File: config.mk
export PLATFORM = sky130hd
export DESIGN_NAME = decode_top
export DESIGN_NICKNAME = d
export VERILOG_FILES = /design/src/design/decode_pkg.sv /design/src/design/ctrl_decoder.sv /design/src/design/imm_gen.sv /design/src/design/reg_file.sv /design/src/design/decode_top.sv
export SDC_FILE = /design/constraint.sdc
export NUM_CORES = 2
export LEC_CHECK = 0
export BUFFER_PORTS_ARGS = -buffer_cell sky130_fd_sc_hd__buf_2
export CELL_PAD_IN_SITES_DETAIL_PLACEMENT = 0
export CELL_PAD_IN_SITES_GLOBAL_PLACEMENT = 1
export CORE_MARGIN = 3
export CORE_UTILIZATION = 45
export CTS_CLUSTER_DIAMETER = 80
export DETAILED_ROUTE_END_ITERATION = 8
export PLACE_DENSITY_LB_ADDON = 0.1
export SLEW_MARGIN = 20
export SYNTH_ARGS = -nofsm -noshare
export SYNTH_HDL_FRONTEND = slang
export SYNTH_SLANG_ARGS = --single-unit
export TNS_END_PERCENT = 30
File: constraint.sdc
create_clock -name clk -period 5.11 [get_ports clk]
set_input_delay 0.2555 -clock clk [delete_from_list [all_inputs] [get_ports clk]]
set_output_delay 0.2555 -clock clk [all_outputs]
set_load 0.05 [all_outputs]
File: src/design/decode_pkg.sv
`default_nettype none

package decode_pkg;

   localparam int XLEN           = 32;
   localparam int RF_AWIDTH      = 5;
   localparam int EXC_CODE_WIDTH = 4;

   // Number of architectural integer registers
   parameter int NUM_REGS = 32;

   typedef logic [XLEN-1:0]           xlen_t;       // Data or instruction word
   typedef logic [RF_AWIDTH-1:0]      rf_addr_t;    // Register index
   typedef logic [EXC_CODE_WIDTH-1:0] exc_code_t;   // Exception cause

   localparam exc_code_t EXC_CODE_NO_EXCEPTION      = 4'd0;
   localparam exc_code_t EXC_CODE_INSTR_ACCESS_FAULT = 4'd1;
   localparam exc_code_t EXC_CODE_ILLEGAL_INSTR      = 4'd2;

   // Major opcodes, instruction bits 6:2
   typedef enum logic [4:0] {
      OPCODE_LOAD   = 5'b00000,
      OPCODE_IMM    = 5'b00100,
      OPCODE_AUIPC  = 5'b00101,
      OPCODE_STORE  = 5'b01000,
      OPCODE_ARITH  = 5'b01100,
      OPCODE_LUI    = 5'b01101,
      OPCODE_BRANCH = 5'b11000,
      OPCODE_JALR   = 5'b11001,
      OPCODE_JAL    = 5'b11011
   } rv_opcode_e;

   typedef enum logic [3:0] {
      ALU_I_OPS_NONE,
      ALU_I_OPS_ADD,
      ALU_I_OPS_SUB,
      ALU_I_OPS_SLL,
      ALU_I_OPS_SLT,
      ALU_I_OPS_SLTU,
      ALU_I_OPS_XOR,
      ALU_I_OPS_SRL,
      ALU_I_OPS_SRA,
      ALU_I_OPS_OR,
      ALU_I_OPS_AND,
      ALU_I_OPS_COPY_OPR2   // LUI passes the immediate through
   } alu_i_ops_e;

   typedef enum logic [2:0] {
      LD_OPS_NONE,
      LD_OPS_LB,
      LD_OPS_LH,
      LD_OPS_LW,
      LD_OPS_LBU,
      LD_OPS_LHU
   } ld_ops_e;

   typedef enum logic [1:0] {
      ST_OPS_NONE,
      ST_OPS_SB,
      ST_OPS_SH,
      ST_OPS_SW
   } st_ops_e;

   typedef enum logic [2:0] {
      BR_OPS_NONE,
      BR_OPS_EQ,
      BR_OPS_NE,
      BR_OPS_LT,
      BR_OPS_GE,
      BR_OPS_LTU,
      BR_OPS_GEU
   } br_ops_e;

   typedef enum logic [1:0] {ALU_OPR1_PC, ALU_OPR1_REG} alu_opr1_sel_e;
   typedef enum logic [1:0] {ALU_OPR2_IMM, ALU_OPR2_REG} alu_opr2_sel_e;
   typedef enum logic [1:0] {ALU_CMP_OPR2_REG, ALU_CMP_OPR2_IMM} alu_cmp_opr2_sel_e;

   typedef enum logic [1:0] {
      RD_WRB_NONE,
      RD_WRB_ALU,
      RD_WRB_DMEM,
      RD_WRB_INC_PC   // Link address for JAL/JALR
   } rd_wrb_sel_e;

   typedef enum logic [2:0] {
      IMM_SEL_I,
      IMM_SEL_SHAMT,
      IMM_SEL_S,
      IMM_SEL_B,
      IMM_SEL_U,
      IMM_SEL_J
   } imm_sel_e;

endpackage : decode_pkg

`default_nettype wire

File: src/design/ctrl_decoder.sv
`timescale 1ns/1ns
`default_nettype none

module ctrl_decoder (
   input  decode_pkg::xlen_t             instr_i,
   input  logic                          fetch_exc_req_i,
   input  decode_pkg::exc_code_t         fetch_exc_code_i,
   output decode_pkg::alu_i_ops_e        alu_i_ops_o,
   output decode_pkg::ld_ops_e           ld_ops_o,
   output decode_pkg::st_ops_e           st_ops_o,
   output decode_pkg::br_ops_e           branch_ops_o,
   output decode_pkg::alu_opr1_sel_e     alu_opr1_sel_o,
   output decode_pkg::alu_opr2_sel_e     alu_opr2_sel_o,
   output decode_pkg::alu_cmp_opr2_sel_e alu_cmp_opr2_sel_o,
   output decode_pkg::rd_wrb_sel_e       rd_wrb_sel_o,
   output decode_pkg::imm_sel_e          imm_sel_o,
   output logic                          rd_wr_req_o,
   output logic                          jump_req_o,
   output logic                          branch_req_o,
   output logic                          exc_req_o,
   output decode_pkg::exc_code_t         exc_code_o
);
   import decode_pkg::*;

   rv_opcode_e        opcode;
   logic [2:0]        funct3;
   logic [6:0]        funct7;
   logic              illegal_instr;
   logic              kill_ctrl;

   alu_i_ops_e        alu_i_ops;
   ld_ops_e           ld_ops;
   st_ops_e           st_ops;
   br_ops_e           branch_ops;
   alu_opr1_sel_e     alu_opr1_sel;
   alu_opr2_sel_e     alu_opr2_sel;
   alu_cmp_opr2_sel_e alu_cmp_opr2_sel;
   rd_wrb_sel_e       rd_wrb_sel;
   imm_sel_e          imm_sel;
   logic              rd_wr_req;
   logic              jump_req;
   logic              branch_req;

   assign opcode = rv_opcode_e'(instr_i[6:2]);
   assign funct3 = instr_i[14:12];
   assign funct7 = instr_i[31:25];

   always_comb begin
      alu_i_ops        = ALU_I_OPS_NONE;
      ld_ops           = LD_OPS_NONE;
      st_ops           = ST_OPS_NONE;
      branch_ops       = BR_OPS_NONE;
      alu_opr1_sel     = ALU_OPR1_PC;
      alu_opr2_sel     = ALU_OPR2_IMM;
      alu_cmp_opr2_sel = ALU_CMP_OPR2_REG;
      rd_wrb_sel       = RD_WRB_NONE;
      imm_sel          = IMM_SEL_I;
      rd_wr_req        = 1'b0;
      jump_req         = 1'b0;
      branch_req       = 1'b0;
      illegal_instr    = (instr_i[1:0] != 2'b11);   // Compressed encodings not supported

      case (opcode)
         OPCODE_ARITH : begin
            rd_wrb_sel   = RD_WRB_ALU;
            alu_opr1_sel = ALU_OPR1_REG;
            alu_opr2_sel = ALU_OPR2_REG;
            rd_wr_req    = 1'b1;
            case (funct7)
               7'b0000000 : begin
                  case (funct3)
                     3'b000 : alu_i_ops = ALU_I_OPS_ADD;
                     3'b001 : alu_i_ops = ALU_I_OPS_SLL;
                     3'b010 : alu_i_ops = ALU_I_OPS_SLT;
                     3'b011 : alu_i_ops = ALU_I_OPS_SLTU;
                     3'b100 : alu_i_ops = ALU_I_OPS_XOR;
                     3'b101 : alu_i_ops = ALU_I_OPS_SRL;
                     3'b110 : alu_i_ops = ALU_I_OPS_OR;
                     3'b111 : alu_i_ops = ALU_I_OPS_AND;
                  endcase
               end
               7'b0100000 : begin
                  case (funct3)
                     3'b000  : alu_i_ops = ALU_I_OPS_SUB;
                     3'b101  : alu_i_ops = ALU_I_OPS_SRA;
                     default : illegal_instr = 1'b1;
                  endcase
               end
               default : illegal_instr = 1'b1;   // Includes M extension
            endcase
         end

         OPCODE_IMM : begin
            rd_wrb_sel       = RD_WRB_ALU;
            alu_opr1_sel     = ALU_OPR1_REG;
            alu_cmp_opr2_sel = ALU_CMP_OPR2_IMM;   // SLTI/SLTIU compare against imm
            rd_wr_req        = 1'b1;
            case (funct3)
               3'b000 : alu_i_ops = ALU_I_OPS_ADD;
               3'b010 : alu_i_ops = ALU_I_OPS_SLT;
               3'b011 : alu_i_ops = ALU_I_OPS_SLTU;
               3'b100 : alu_i_ops = ALU_I_OPS_XOR;
               3'b110 : alu_i_ops = ALU_I_OPS_OR;
               3'b111 : alu_i_ops = ALU_I_OPS_AND;
               3'b001 : begin
                  imm_sel       = IMM_SEL_SHAMT;
                  alu_i_ops     = ALU_I_OPS_SLL;
                  illegal_instr = illegal_instr | (funct7 != 7'b0000000);
               end
               3'b101 : begin
                  imm_sel = IMM_SEL_SHAMT;
                  case (funct7)
                     7'b0000000 : alu_i_ops = ALU_I_OPS_SRL;
                     7'b0100000 : alu_i_ops = ALU_I_OPS_SRA;
                     default    : illegal_instr = 1'b1;
                  endcase
               end
            endcase
         end

         OPCODE_AUIPC : begin
            rd_wrb_sel = RD_WRB_ALU;
            alu_i_ops  = ALU_I_OPS_ADD;   // pc + upper imm
            imm_sel    = IMM_SEL_U;
            rd_wr_req  = 1'b1;
         end

         OPCODE_LUI : begin
            rd_wrb_sel = RD_WRB_ALU;
            alu_i_ops  = ALU_I_OPS_COPY_OPR2;
            imm_sel    = IMM_SEL_U;
            rd_wr_req  = 1'b1;
         end

         OPCODE_LOAD : begin
            rd_wrb_sel   = RD_WRB_DMEM;
            alu_opr1_sel = ALU_OPR1_REG;
            alu_i_ops    = ALU_I_OPS_ADD;   // Address generation
            rd_wr_req    = 1'b1;
            case (funct3)
               3'b000  : ld_ops = LD_OPS_LB;
               3'b001  : ld_ops = LD_OPS_LH;
               3'b010  : ld_ops = LD_OPS_LW;
               3'b100  : ld_ops = LD_OPS_LBU;
               3'b101  : ld_ops = LD_OPS_LHU;
               default : illegal_instr = 1'b1;
            endcase
         end

         OPCODE_STORE : begin
            alu_opr1_sel = ALU_OPR1_REG;
            alu_i_ops    = ALU_I_OPS_ADD;
            imm_sel      = IMM_SEL_S;
            case (funct3)
               3'b000  : st_ops = ST_OPS_SB;
               3'b001  : st_ops = ST_OPS_SH;
               3'b010  : st_ops = ST_OPS_SW;
               default : illegal_instr = 1'b1;
            endcase
         end

         OPCODE_BRANCH : begin
            alu_i_ops  = ALU_I_OPS_ADD;   // Target is pc + offset
            imm_sel    = IMM_SEL_B;
            branch_req = 1'b1;
            case (funct3)
               3'b000  : branch_ops = BR_OPS_EQ;
               3'b001  : branch_ops = BR_OPS_NE;
               3'b100  : branch_ops = BR_OPS_LT;
               3'b101  : branch_ops = BR_OPS_GE;
               3'b110  : branch_ops = BR_OPS_LTU;
               3'b111  : branch_ops = BR_OPS_GEU;
               default : illegal_instr = 1'b1;
            endcase
         end

         OPCODE_JALR : begin
            rd_wrb_sel    = RD_WRB_INC_PC;
            alu_opr1_sel  = ALU_OPR1_REG;
            alu_i_ops     = ALU_I_OPS_ADD;
            rd_wr_req     = 1'b1;
            jump_req      = 1'b1;
            illegal_instr = illegal_instr | (funct3 != 3'b000);
         end

         OPCODE_JAL : begin
            rd_wrb_sel = RD_WRB_INC_PC;
            alu_i_ops  = ALU_I_OPS_ADD;
            imm_sel    = IMM_SEL_J;
            rd_wr_req  = 1'b1;
            jump_req   = 1'b1;
         end

         default : illegal_instr = 1'b1;   // Fence, system, AMO and undefined
      endcase
   end

   // Fetch fault wins over any decode result
   assign kill_ctrl = fetch_exc_req_i | illegal_instr;

   assign alu_i_ops_o        = kill_ctrl ? ALU_I_OPS_NONE : alu_i_ops;
   assign ld_ops_o           = kill_ctrl ? LD_OPS_NONE : ld_ops;
   assign st_ops_o           = kill_ctrl ? ST_OPS_NONE : st_ops;
   assign branch_ops_o       = kill_ctrl ? BR_OPS_NONE : branch_ops;
   assign alu_opr1_sel_o     = kill_ctrl ? ALU_OPR1_PC : alu_opr1_sel;
   assign alu_opr2_sel_o     = kill_ctrl ? ALU_OPR2_IMM : alu_opr2_sel;
   assign alu_cmp_opr2_sel_o = kill_ctrl ? ALU_CMP_OPR2_REG : alu_cmp_opr2_sel;
   assign rd_wrb_sel_o       = kill_ctrl ? RD_WRB_NONE : rd_wrb_sel;
   assign imm_sel_o          = kill_ctrl ? IMM_SEL_I : imm_sel;
   assign rd_wr_req_o        = rd_wr_req & ~kill_ctrl;
   assign jump_req_o         = jump_req & ~kill_ctrl;
   assign branch_req_o       = branch_req & ~kill_ctrl;

   assign exc_req_o  = kill_ctrl;
   assign exc_code_o = fetch_exc_req_i ? fetch_exc_code_i :
                       illegal_instr   ? EXC_CODE_ILLEGAL_INSTR :
                                         EXC_CODE_NO_EXCEPTION;

endmodule : ctrl_decoder

`default_nettype wire

File: src/design/imm_gen.sv
`timescale 1ns/1ns
`default_nettype none

module imm_gen (
   input  decode_pkg::xlen_t    instr_i,
   input  decode_pkg::imm_sel_e imm_sel_i,
   output decode_pkg::xlen_t    imm_o
);
   import decode_pkg::*;

   logic sign;

   assign sign = instr_i[31];

   always_comb begin
      case (imm_sel_i)
         IMM_SEL_SHAMT : begin
            imm_o = {27'b0, instr_i[24:20]};   // Zero extended shift amount
         end
         IMM_SEL_S : begin
            imm_o = {{20{sign}}, instr_i[31:25], instr_i[11:7]};
         end
         IMM_SEL_B : begin
            imm_o = {{19{sign}}, instr_i[31], instr_i[7], instr_i[30:25],
                     instr_i[11:8], 1'b0};
         end
         IMM_SEL_U : begin
            imm_o = {instr_i[31:12], 12'b0};
         end
         IMM_SEL_J : begin
            imm_o = {{11{sign}}, instr_i[31], instr_i[19:12], instr_i[20],
                     instr_i[30:21], 1'b0};
         end
         default : begin
            imm_o = {{20{sign}}, instr_i[31:20]};   // I format
         end
      endcase
   end

endmodule : imm_gen

`default_nettype wire

File: src/design/reg_file.sv
`timescale 1ns/1ns
`default_nettype none

module reg_file (
   input  logic                 clk,
   input  logic                 rst_i,
   input  decode_pkg::rf_addr_t rs1_addr_i,
   input  decode_pkg::rf_addr_t rs2_addr_i,
   input  logic                 rd_wr_req_i,
   input  decode_pkg::rf_addr_t rd_addr_i,
   input  decode_pkg::xlen_t    rd_data_i,
   output decode_pkg::xlen_t    rs1_data_o,
   output decode_pkg::xlen_t    rs2_data_o
);
   import decode_pkg::*;

   xlen_t regs [NUM_REGS];

   always_ff @(posedge clk) begin
      if (rst_i) begin
         for (int i = 0; i < NUM_REGS; i++) begin
            regs[i] <= '0;
         end
      end else if (rd_wr_req_i && (rd_addr_i != '0)) begin   // x0 stays zero
         regs[rd_addr_i] <= rd_data_i;
      end
   end

   // Reads see only what was written on earlier edges
   assign rs1_data_o = regs[rs1_addr_i];
   assign rs2_data_o = regs[rs2_addr_i];

   a_rd_addr_known : assert property (
      @(posedge clk) disable iff (rst_i)
      rd_wr_req_i |-> !$isunknown(rd_addr_i)
   ) else $error("reg_file: write strobe with unknown rd address");

   // Entry 0 holds its reset value through every later write
   a_x0_reads_zero : assert property (
      @(posedge clk) disable iff (rst_i)
      ((rs1_addr_i == '0) -> (rs1_data_o == '0)) &&
      ((rs2_addr_i == '0) -> (rs2_data_o == '0))
   ) else $error("reg_file: x0 read returned nonzero");

endmodule : reg_file

`default_nettype wire

File: src/design/decode_top.sv
`timescale 1ns/1ns
`default_nettype none

module decode_top (
   input  logic                          clk,
   input  logic                          rst_i,
   // Fetch side
   input  decode_pkg::xlen_t             instr_i,
   input  logic                          fetch_exc_req_i,
   input  decode_pkg::exc_code_t         fetch_exc_code_i,
   // Writeback side
   input  logic                          wrb_rd_wr_req_i,
   input  decode_pkg::rf_addr_t          wrb_rd_addr_i,
   input  decode_pkg::xlen_t             wrb_rd_data_i,
   // Toward execute
   output decode_pkg::alu_i_ops_e        alu_i_ops_o,
   output decode_pkg::ld_ops_e           ld_ops_o,
   output decode_pkg::st_ops_e           st_ops_o,
   output decode_pkg::br_ops_e           branch_ops_o,
   output decode_pkg::alu_opr1_sel_e     alu_opr1_sel_o,
   output decode_pkg::alu_opr2_sel_e     alu_opr2_sel_o,
   output decode_pkg::alu_cmp_opr2_sel_e alu_cmp_opr2_sel_o,
   output decode_pkg::rd_wrb_sel_e       rd_wrb_sel_o,
   output logic                          rd_wr_req_o,
   output logic                          jump_req_o,
   output logic                          branch_req_o,
   output logic                          exc_req_o,
   output decode_pkg::exc_code_t         exc_code_o,
   output decode_pkg::xlen_t             imm_o,
   output decode_pkg::xlen_t             rs1_data_o,
   output decode_pkg::xlen_t             rs2_data_o
);
   import decode_pkg::*;

   rf_addr_t rs1_addr;
   rf_addr_t rs2_addr;
   imm_sel_e imm_sel;

   assign rs1_addr = instr_i[19:15];
   assign rs2_addr = instr_i[24:20];

   ctrl_decoder u_ctrl_decoder (
      .instr_i            (instr_i),
      .fetch_exc_req_i    (fetch_exc_req_i),
      .fetch_exc_code_i   (fetch_exc_code_i),
      .alu_i_ops_o        (alu_i_ops_o),
      .ld_ops_o           (ld_ops_o),
      .st_ops_o           (st_ops_o),
      .branch_ops_o       (branch_ops_o),
      .alu_opr1_sel_o     (alu_opr1_sel_o),
      .alu_opr2_sel_o     (alu_opr2_sel_o),
      .alu_cmp_opr2_sel_o (alu_cmp_opr2_sel_o),
      .rd_wrb_sel_o       (rd_wrb_sel_o),
      .imm_sel_o          (imm_sel),
      .rd_wr_req_o        (rd_wr_req_o),
      .jump_req_o         (jump_req_o),
      .branch_req_o       (branch_req_o),
      .exc_req_o          (exc_req_o),
      .exc_code_o         (exc_code_o)
   );

   imm_gen u_imm_gen (
      .instr_i   (instr_i),
      .imm_sel_i (imm_sel),
      .imm_o     (imm_o)
   );

   reg_file u_reg_file (
      .clk         (clk),
      .rst_i       (rst_i),
      .rs1_addr_i  (rs1_addr),
      .rs2_addr_i  (rs2_addr),
      .rd_wr_req_i (wrb_rd_wr_req_i),
      .rd_addr_i   (wrb_rd_addr_i),
      .rd_data_i   (wrb_rd_data_i),
      .rs1_data_o  (rs1_data_o),
      .rs2_data_o  (rs2_data_o)
   );

endmodule : decode_top

`default_nettype wire

# Word-level counts from Yosys, hierarchy flattened
# Memory sizes are Yosys's and may differ from the RTL's.
# Index checks and enable logic that the tools add are counted.
[classes] eq_ne=22 muxes=48 bitwise=7 n_reduce_logical=21
[ops] cell="$pmux 32 s5" n=1
[ops] cell="$mux 32" n=1
[ops] cell="$pmux 4 s8" n=1
[ops] cell="$reduce_or 32->1" n=1
[ops] cell="$pmux 3 s5" n=2
[ops] cell="$pmux 4 s2" n=3
[ops] cell="$mux 1" n=21
[ops] cell="$eq 3x3->1 const B" n=6
[ops] cell="$pmux 3 s6" n=1
[ops] cell="$pmux 4 s4" n=1
[ops] cell="$eq 5x4->1 const B" n=3
[ops] cell="$eq 5x5->1 const B" n=3
[ops] cell="$mux 3" n=5
[ops] cell="$eq 3x2->1 const B" n=4
[ops] cell="$pmux 2 s3" n=2
[ops] cell="$reduce_or 6->1" n=2
[ops] cell="$eq 5x3->1 const B" n=2
[ops] cell="$reduce_or 2->1" n=5
[ops] cell="$reduce_or 5->1" n=2
[ops] cell="$mux 2" n=4
[ops] cell="$mux 4" n=2
[ops] cell="$eq 7x6->1 const B" n=1
[ops] cell="$logic_not 7->1" n=1
[ops] cell="$pmux 1 s7" n=1
[ops] cell="16 further kinds" n=23
[totals] regBits=0 ramBits=1024 mem_bits_ro=32 input_bits=77 output_inout_bits=124 word_cells=100 n_memories=2
[memory_table] memory="u_reg_file.regs" words=32 width=32 rd=2 rd_ports_with_merged_regs=0 wr=32 line_no="reg_file.sv:17" rtl="xlen_t regs [NUM_REGS];"
[memory_table] memory="(no name shown)" words=8 width=4 rd=1 rd_ports_with_merged_regs=0 wr=0 line_no="ctrl_decoder.sv:71" rtl="case (funct3)"

# Depth between registers and ports, before layout
[depth] ltp_word=9 ltp_mapped=10 ltp_nobuf=8

# Hierarchy
# From an unflattened synthesis, not the netlist that was laid out.
[unflattened] hier_cells=4836 area_unflattened_um2=57259.9
[by_module_without_submodules] mod="reg_file" instances=1 cells_each=4605 area_each_um2=55891.1 seq_area_each_um2=30749.5
[by_module_without_submodules] mod="ctrl_decoder" instances=1 cells_each=146 area_each_um2=889.6 seq_area_each_um2=0.0
[by_module_without_submodules] mod="imm_gen" instances=1 cells_each=85 area_each_um2=479.2 seq_area_each_um2=0.0

# Worst setup path after synthesis
# OpenSTA, ideal clock, no wires.
[synth_path] path_type="in2out" start="input instr_i[12]" end="output imm_o[0]" arrival_time_ns=3.112 required_time_ns=4.854 slack_ns=1.743 path_stages=9 n_path_buf=1 cell_sequence="inv_1 ha_1 clkbuf_1 nand2b_1 a311oi_2 o221ai_2 nor4_4 inv_4 o31ai_1"
[synth_via] elab_chain_len=9 elab_cells_between_ends=31 classes_between="11 x eq/ne; 11 x mux; 2 x bitwise; 7 x reduce/logical"
[synth_lines] element="start: declaration" line_no="decode_top.sv:8" rtl="input decode_pkg::xlen_t instr_i,"
[synth_lines] element="$eq 3x3->1 or $logic_not 3->1 (tied branches)"
[synth_lines] element="$reduce_or 2->1 (no source line)"
[synth_lines] element="$mux 1" line_no="ctrl_decoder.sv:83" rtl="case (funct3)"
[synth_lines] element="$pmux 1 s2" line_no="ctrl_decoder.sv:69" rtl="case (funct7)"
[synth_lines] element="$pmux 1 s7" line_no="ctrl_decoder.sv:63" rtl="case (opcode)"
[synth_lines] element="$or 1x1->1" line_no="ctrl_decoder.sv:199" rtl="assign kill_ctrl = fetch_exc_req_i | illegal_instr;"
[synth_lines] element="$mux 3 *" line_no="ctrl_decoder.sv:209" rtl="assign imm_sel_o = kill_ctrl ? IMM_SEL_I : imm_sel;"
[synth_lines] element="$eq 3x3->1 (tied with other cells)" line_no="imm_gen.sv:16" rtl="case (imm_sel_i)"
[synth_lines] element="$pmux 32 s5 *" line_no="imm_gen.sv:16"
[synth_lines] element="end: declaration" line_no="decode_top.sv:29" rtl="output decode_pkg::xlen_t imm_o,"
# Every way passes the cells marked *; elsewhere a longest branch is shown, timed or not.

# Worst setup path after layout
[layout_path] start="input instr_i[13]" end="output imm_o[0]"
# Same word-level chain as after synthesis.

==> results.yml <==
clocking:
  postCtsSetupBuffers: 0
  clockBufferDepth: 3
  post_cts_resized: 0
  cts_buffers: 114
  clock-root-buffer: "clkbuf_16"
  htreeDepth: 3
  cts.clk_slew.worst_paths_ns: 0.06
  cts_tree: "yes"
  clkSinkCount: 1024
placement:
  gp_congestion: 0.823
  dp_hpwl_um: 117000
  portBuffers: 197
worst_setup_path:
  crit_type: "input port to output pin"
  critPathArrivalTime_ns: 3.41
  max_stage_delay_ns: 0.68
  required_ns: 4.85
  startpoint_type: "input port"
  crit_fanout: 25
  crit_path_top_delay_cell: "o41ai_1"
  end_kind: "output pin"
  path_cells: "buf_2 -> inv_1 -> ha_1 -> nor3_1 -> o41ai_1 -> nor2_1 -> nor4_4 -> inv_4 -> o31ai_1 -> buf_2"
  crit_top_cell: "buf_2"
timing:
  maxSlewViolCount: 0
  slew_headroom: 0.194
  period_share: 0.718
  finalHoldViolations: 0
  tightest_slew_ns: 1.21
  setup_viol: 0
  setup_tns_ns: 0
  rsz0062_at_grt: "no"
  max_freq_ghz: 0.273
  fin_crit_ns: 3.67
finish:
  drive_gt1_frac: 0.347
  layout_commonest_cell: "edfxtp_1"
  final_util: 0.516
  n_fill_cell: 9882
  final_nets: 3605
  top_register: "u_reg_file.regs"
  final_cell_mix: "edfxtp_1, and2_1, mux4_2"
  multi_input_area_sq_um: 23300
  area_delta_synth_final_pct: 13.0
  largest_register_ffs: 1024
  final-seq-area_sq_um: 30700
  top_regs: "u_reg_file.regs x1024"
logic_synthesis:
  netlist_instances: 3413
  synth-async-reset-ratio: 0
  yosys_warnings: 0
  synth_cell_types: 57
  ys.flop_type: "edfxtp_1"
  synth_edf_count: 1024
  avgSynthCellArea_sq_um: 16.2
  synth_seq_area_share: 0.558
  ys_ff_latch: 1024
  syn-cell-area_sq_um: 55100
routing:
  vias: 33800
  wl_per_cell_um: 37.3
  drtIter0Drc: 4564
  drt_first_pass_iters: 5
  wl_um: 196000
  viasPerCell: 6.46
  drc: 0
  postRouteAntennaNets: 0
power_and_ir_drop:
  p_total_w: 0.0216
  power_density_nw_per_um2: 346
  leakagePower_nw: 21.4
  vdd_drop_max_mv: 0.335
die:
  initial_utilization: 0.457
  die_w_um: 356
  rows: 127
  die_y_um: 356
  core-area_sq_um: 121000
  die_area_sq_um: 127000
  ios: 201
global_route:
  grt_overflow: 0
  grt_max_degree: 72
  antenna_found_initial: 24
  grt_use_total: 0.311
  grt_first_pass_wirelength_um: 273000
  grt_pass1_vias: 34800
flow_run:
  maxCapViolations: 0
status:
  outcome: "complete, no violations"
worst_hold_path:
  hold_class: "input port to flip-flop"
==> metal layers <==
| layer | GRT usage | vias to the layer above | wire (um) |
|---|---|---|---|
| met2 | 0.497 | 1905 | 93400 |
| met4 | 0.0831 | 2 | 5570 |
| met3 | 0.0607 | 303 | 19300 |
| met5 | 0 | - | 20 |
| li1 | - | 13400 | - |
| met1 | 0.440 | 18200 | 77300 |
==> critical path: cells and delay by family <==
family          cells  cell delay (ns)
compound gates      2             0.98
fa+ha+maj           1             0.47
buf+inv             4             0.81
simple gates        3             0.90
==> per-stage QoR <==
stage	setup WS, ns	cells	hold WS (ns)	area (sq um)
floorplan	1.74	3447	0.454	55300
global placement	1.56	5016	0.714	58400
detailed placement	1.60	5017	0.716	58400
CTS	1.58	5229	0.121	62300
global route	1.23	5229	0.170	62300
finish	1.44	5239	0.177	62300
==> logic make-up (layout without fill, tap and decap cells) <==
family / Yosys count / in the layout / share of synthesized area
flip-flops: 1024 / 1024 / 0.558
AND/OR/NAND/NOR: 1249 / 1249 / 0.135
buffers and inverters: 379 / 549 / 0.0268
other: 1 / 45 / 0.0000680
AO/OA/AOI/OAI: 81 / 81 / 0.0107
multiplexers: 673 / 673 / 0.268
adder cells (fa/ha/maj): 6 / 6 / 0.00136
==> path summary, 6_finish.rpt <==
| kind | from | endpoint | slack, ns | cells past startpoint |
|---|---|---|---|---|
| worst max-delay path | instr_i[13] | imm_o[0] | 1.44 | 10 |
| worst min-delay path | wrb_rd_data_i[24] | u_reg_file.regs[17][24] | 0.18 | 2 |
==> power breakdown <==
| group | internal, W | switching, W |
|---|---|---|
| sequential | 0.00971 | 0.000251 |
| combinational | 0.00118 | 0.00181 |
| clock | 0.00506 | 0.00357 |
==> cell type report <==
type,instances,area share
inverters,11,0.000783
clock inverters,79,0.0147
multi-input cells,2044,0.374
flip-flops and latches,1024,0.493
repair buffers,327,0.0368
well taps,1612,0.0324
diodes,10,0.000402
clock buffers,132,0.0475
==> Yosys cell counts (all sizes together), types with 2 or more instances <==
library cell,number,area (sq um)
o21ai,8,40.0
nor2b,6,37.5
clkbuf,300,1130
inv,11,43.8
mux4,640,14400
a21o,19,143
nand3b,5,37.5
and2,995,6220
nand2,116,435
ha,6,75.1
o21a,5,37.5
nand2b,6,37.5
and4b,2,20.0
or2,35,219
mux2,32,360
o211ai,3,22.5
nand3,7,35.0
or4,2,18.8
a21oi,11,55.1
nor2,49,184
o31ai,7,52.6
o41ai,3,26.3
and3,2,12.5
or3b,3,26.3
o22ai,5,31.3
a31oi,2,12.5
buf,68,309
nor3,11,70.1
or3,2,12.5
edfxtp,1024,30700
nor4,3,48.8
o41a,2,22.5
a21boi,7,52.6
==> timing repair <==
| item | 4_1_cts | 5_1_grt |
|---|---|---|
| endpoints found under the setup margin | 0 | 0 |
| hold buffers | 1 | 0 |
| hold endpoints to repair | 15 | 0 |
Power figures use the tool's default switching activity.
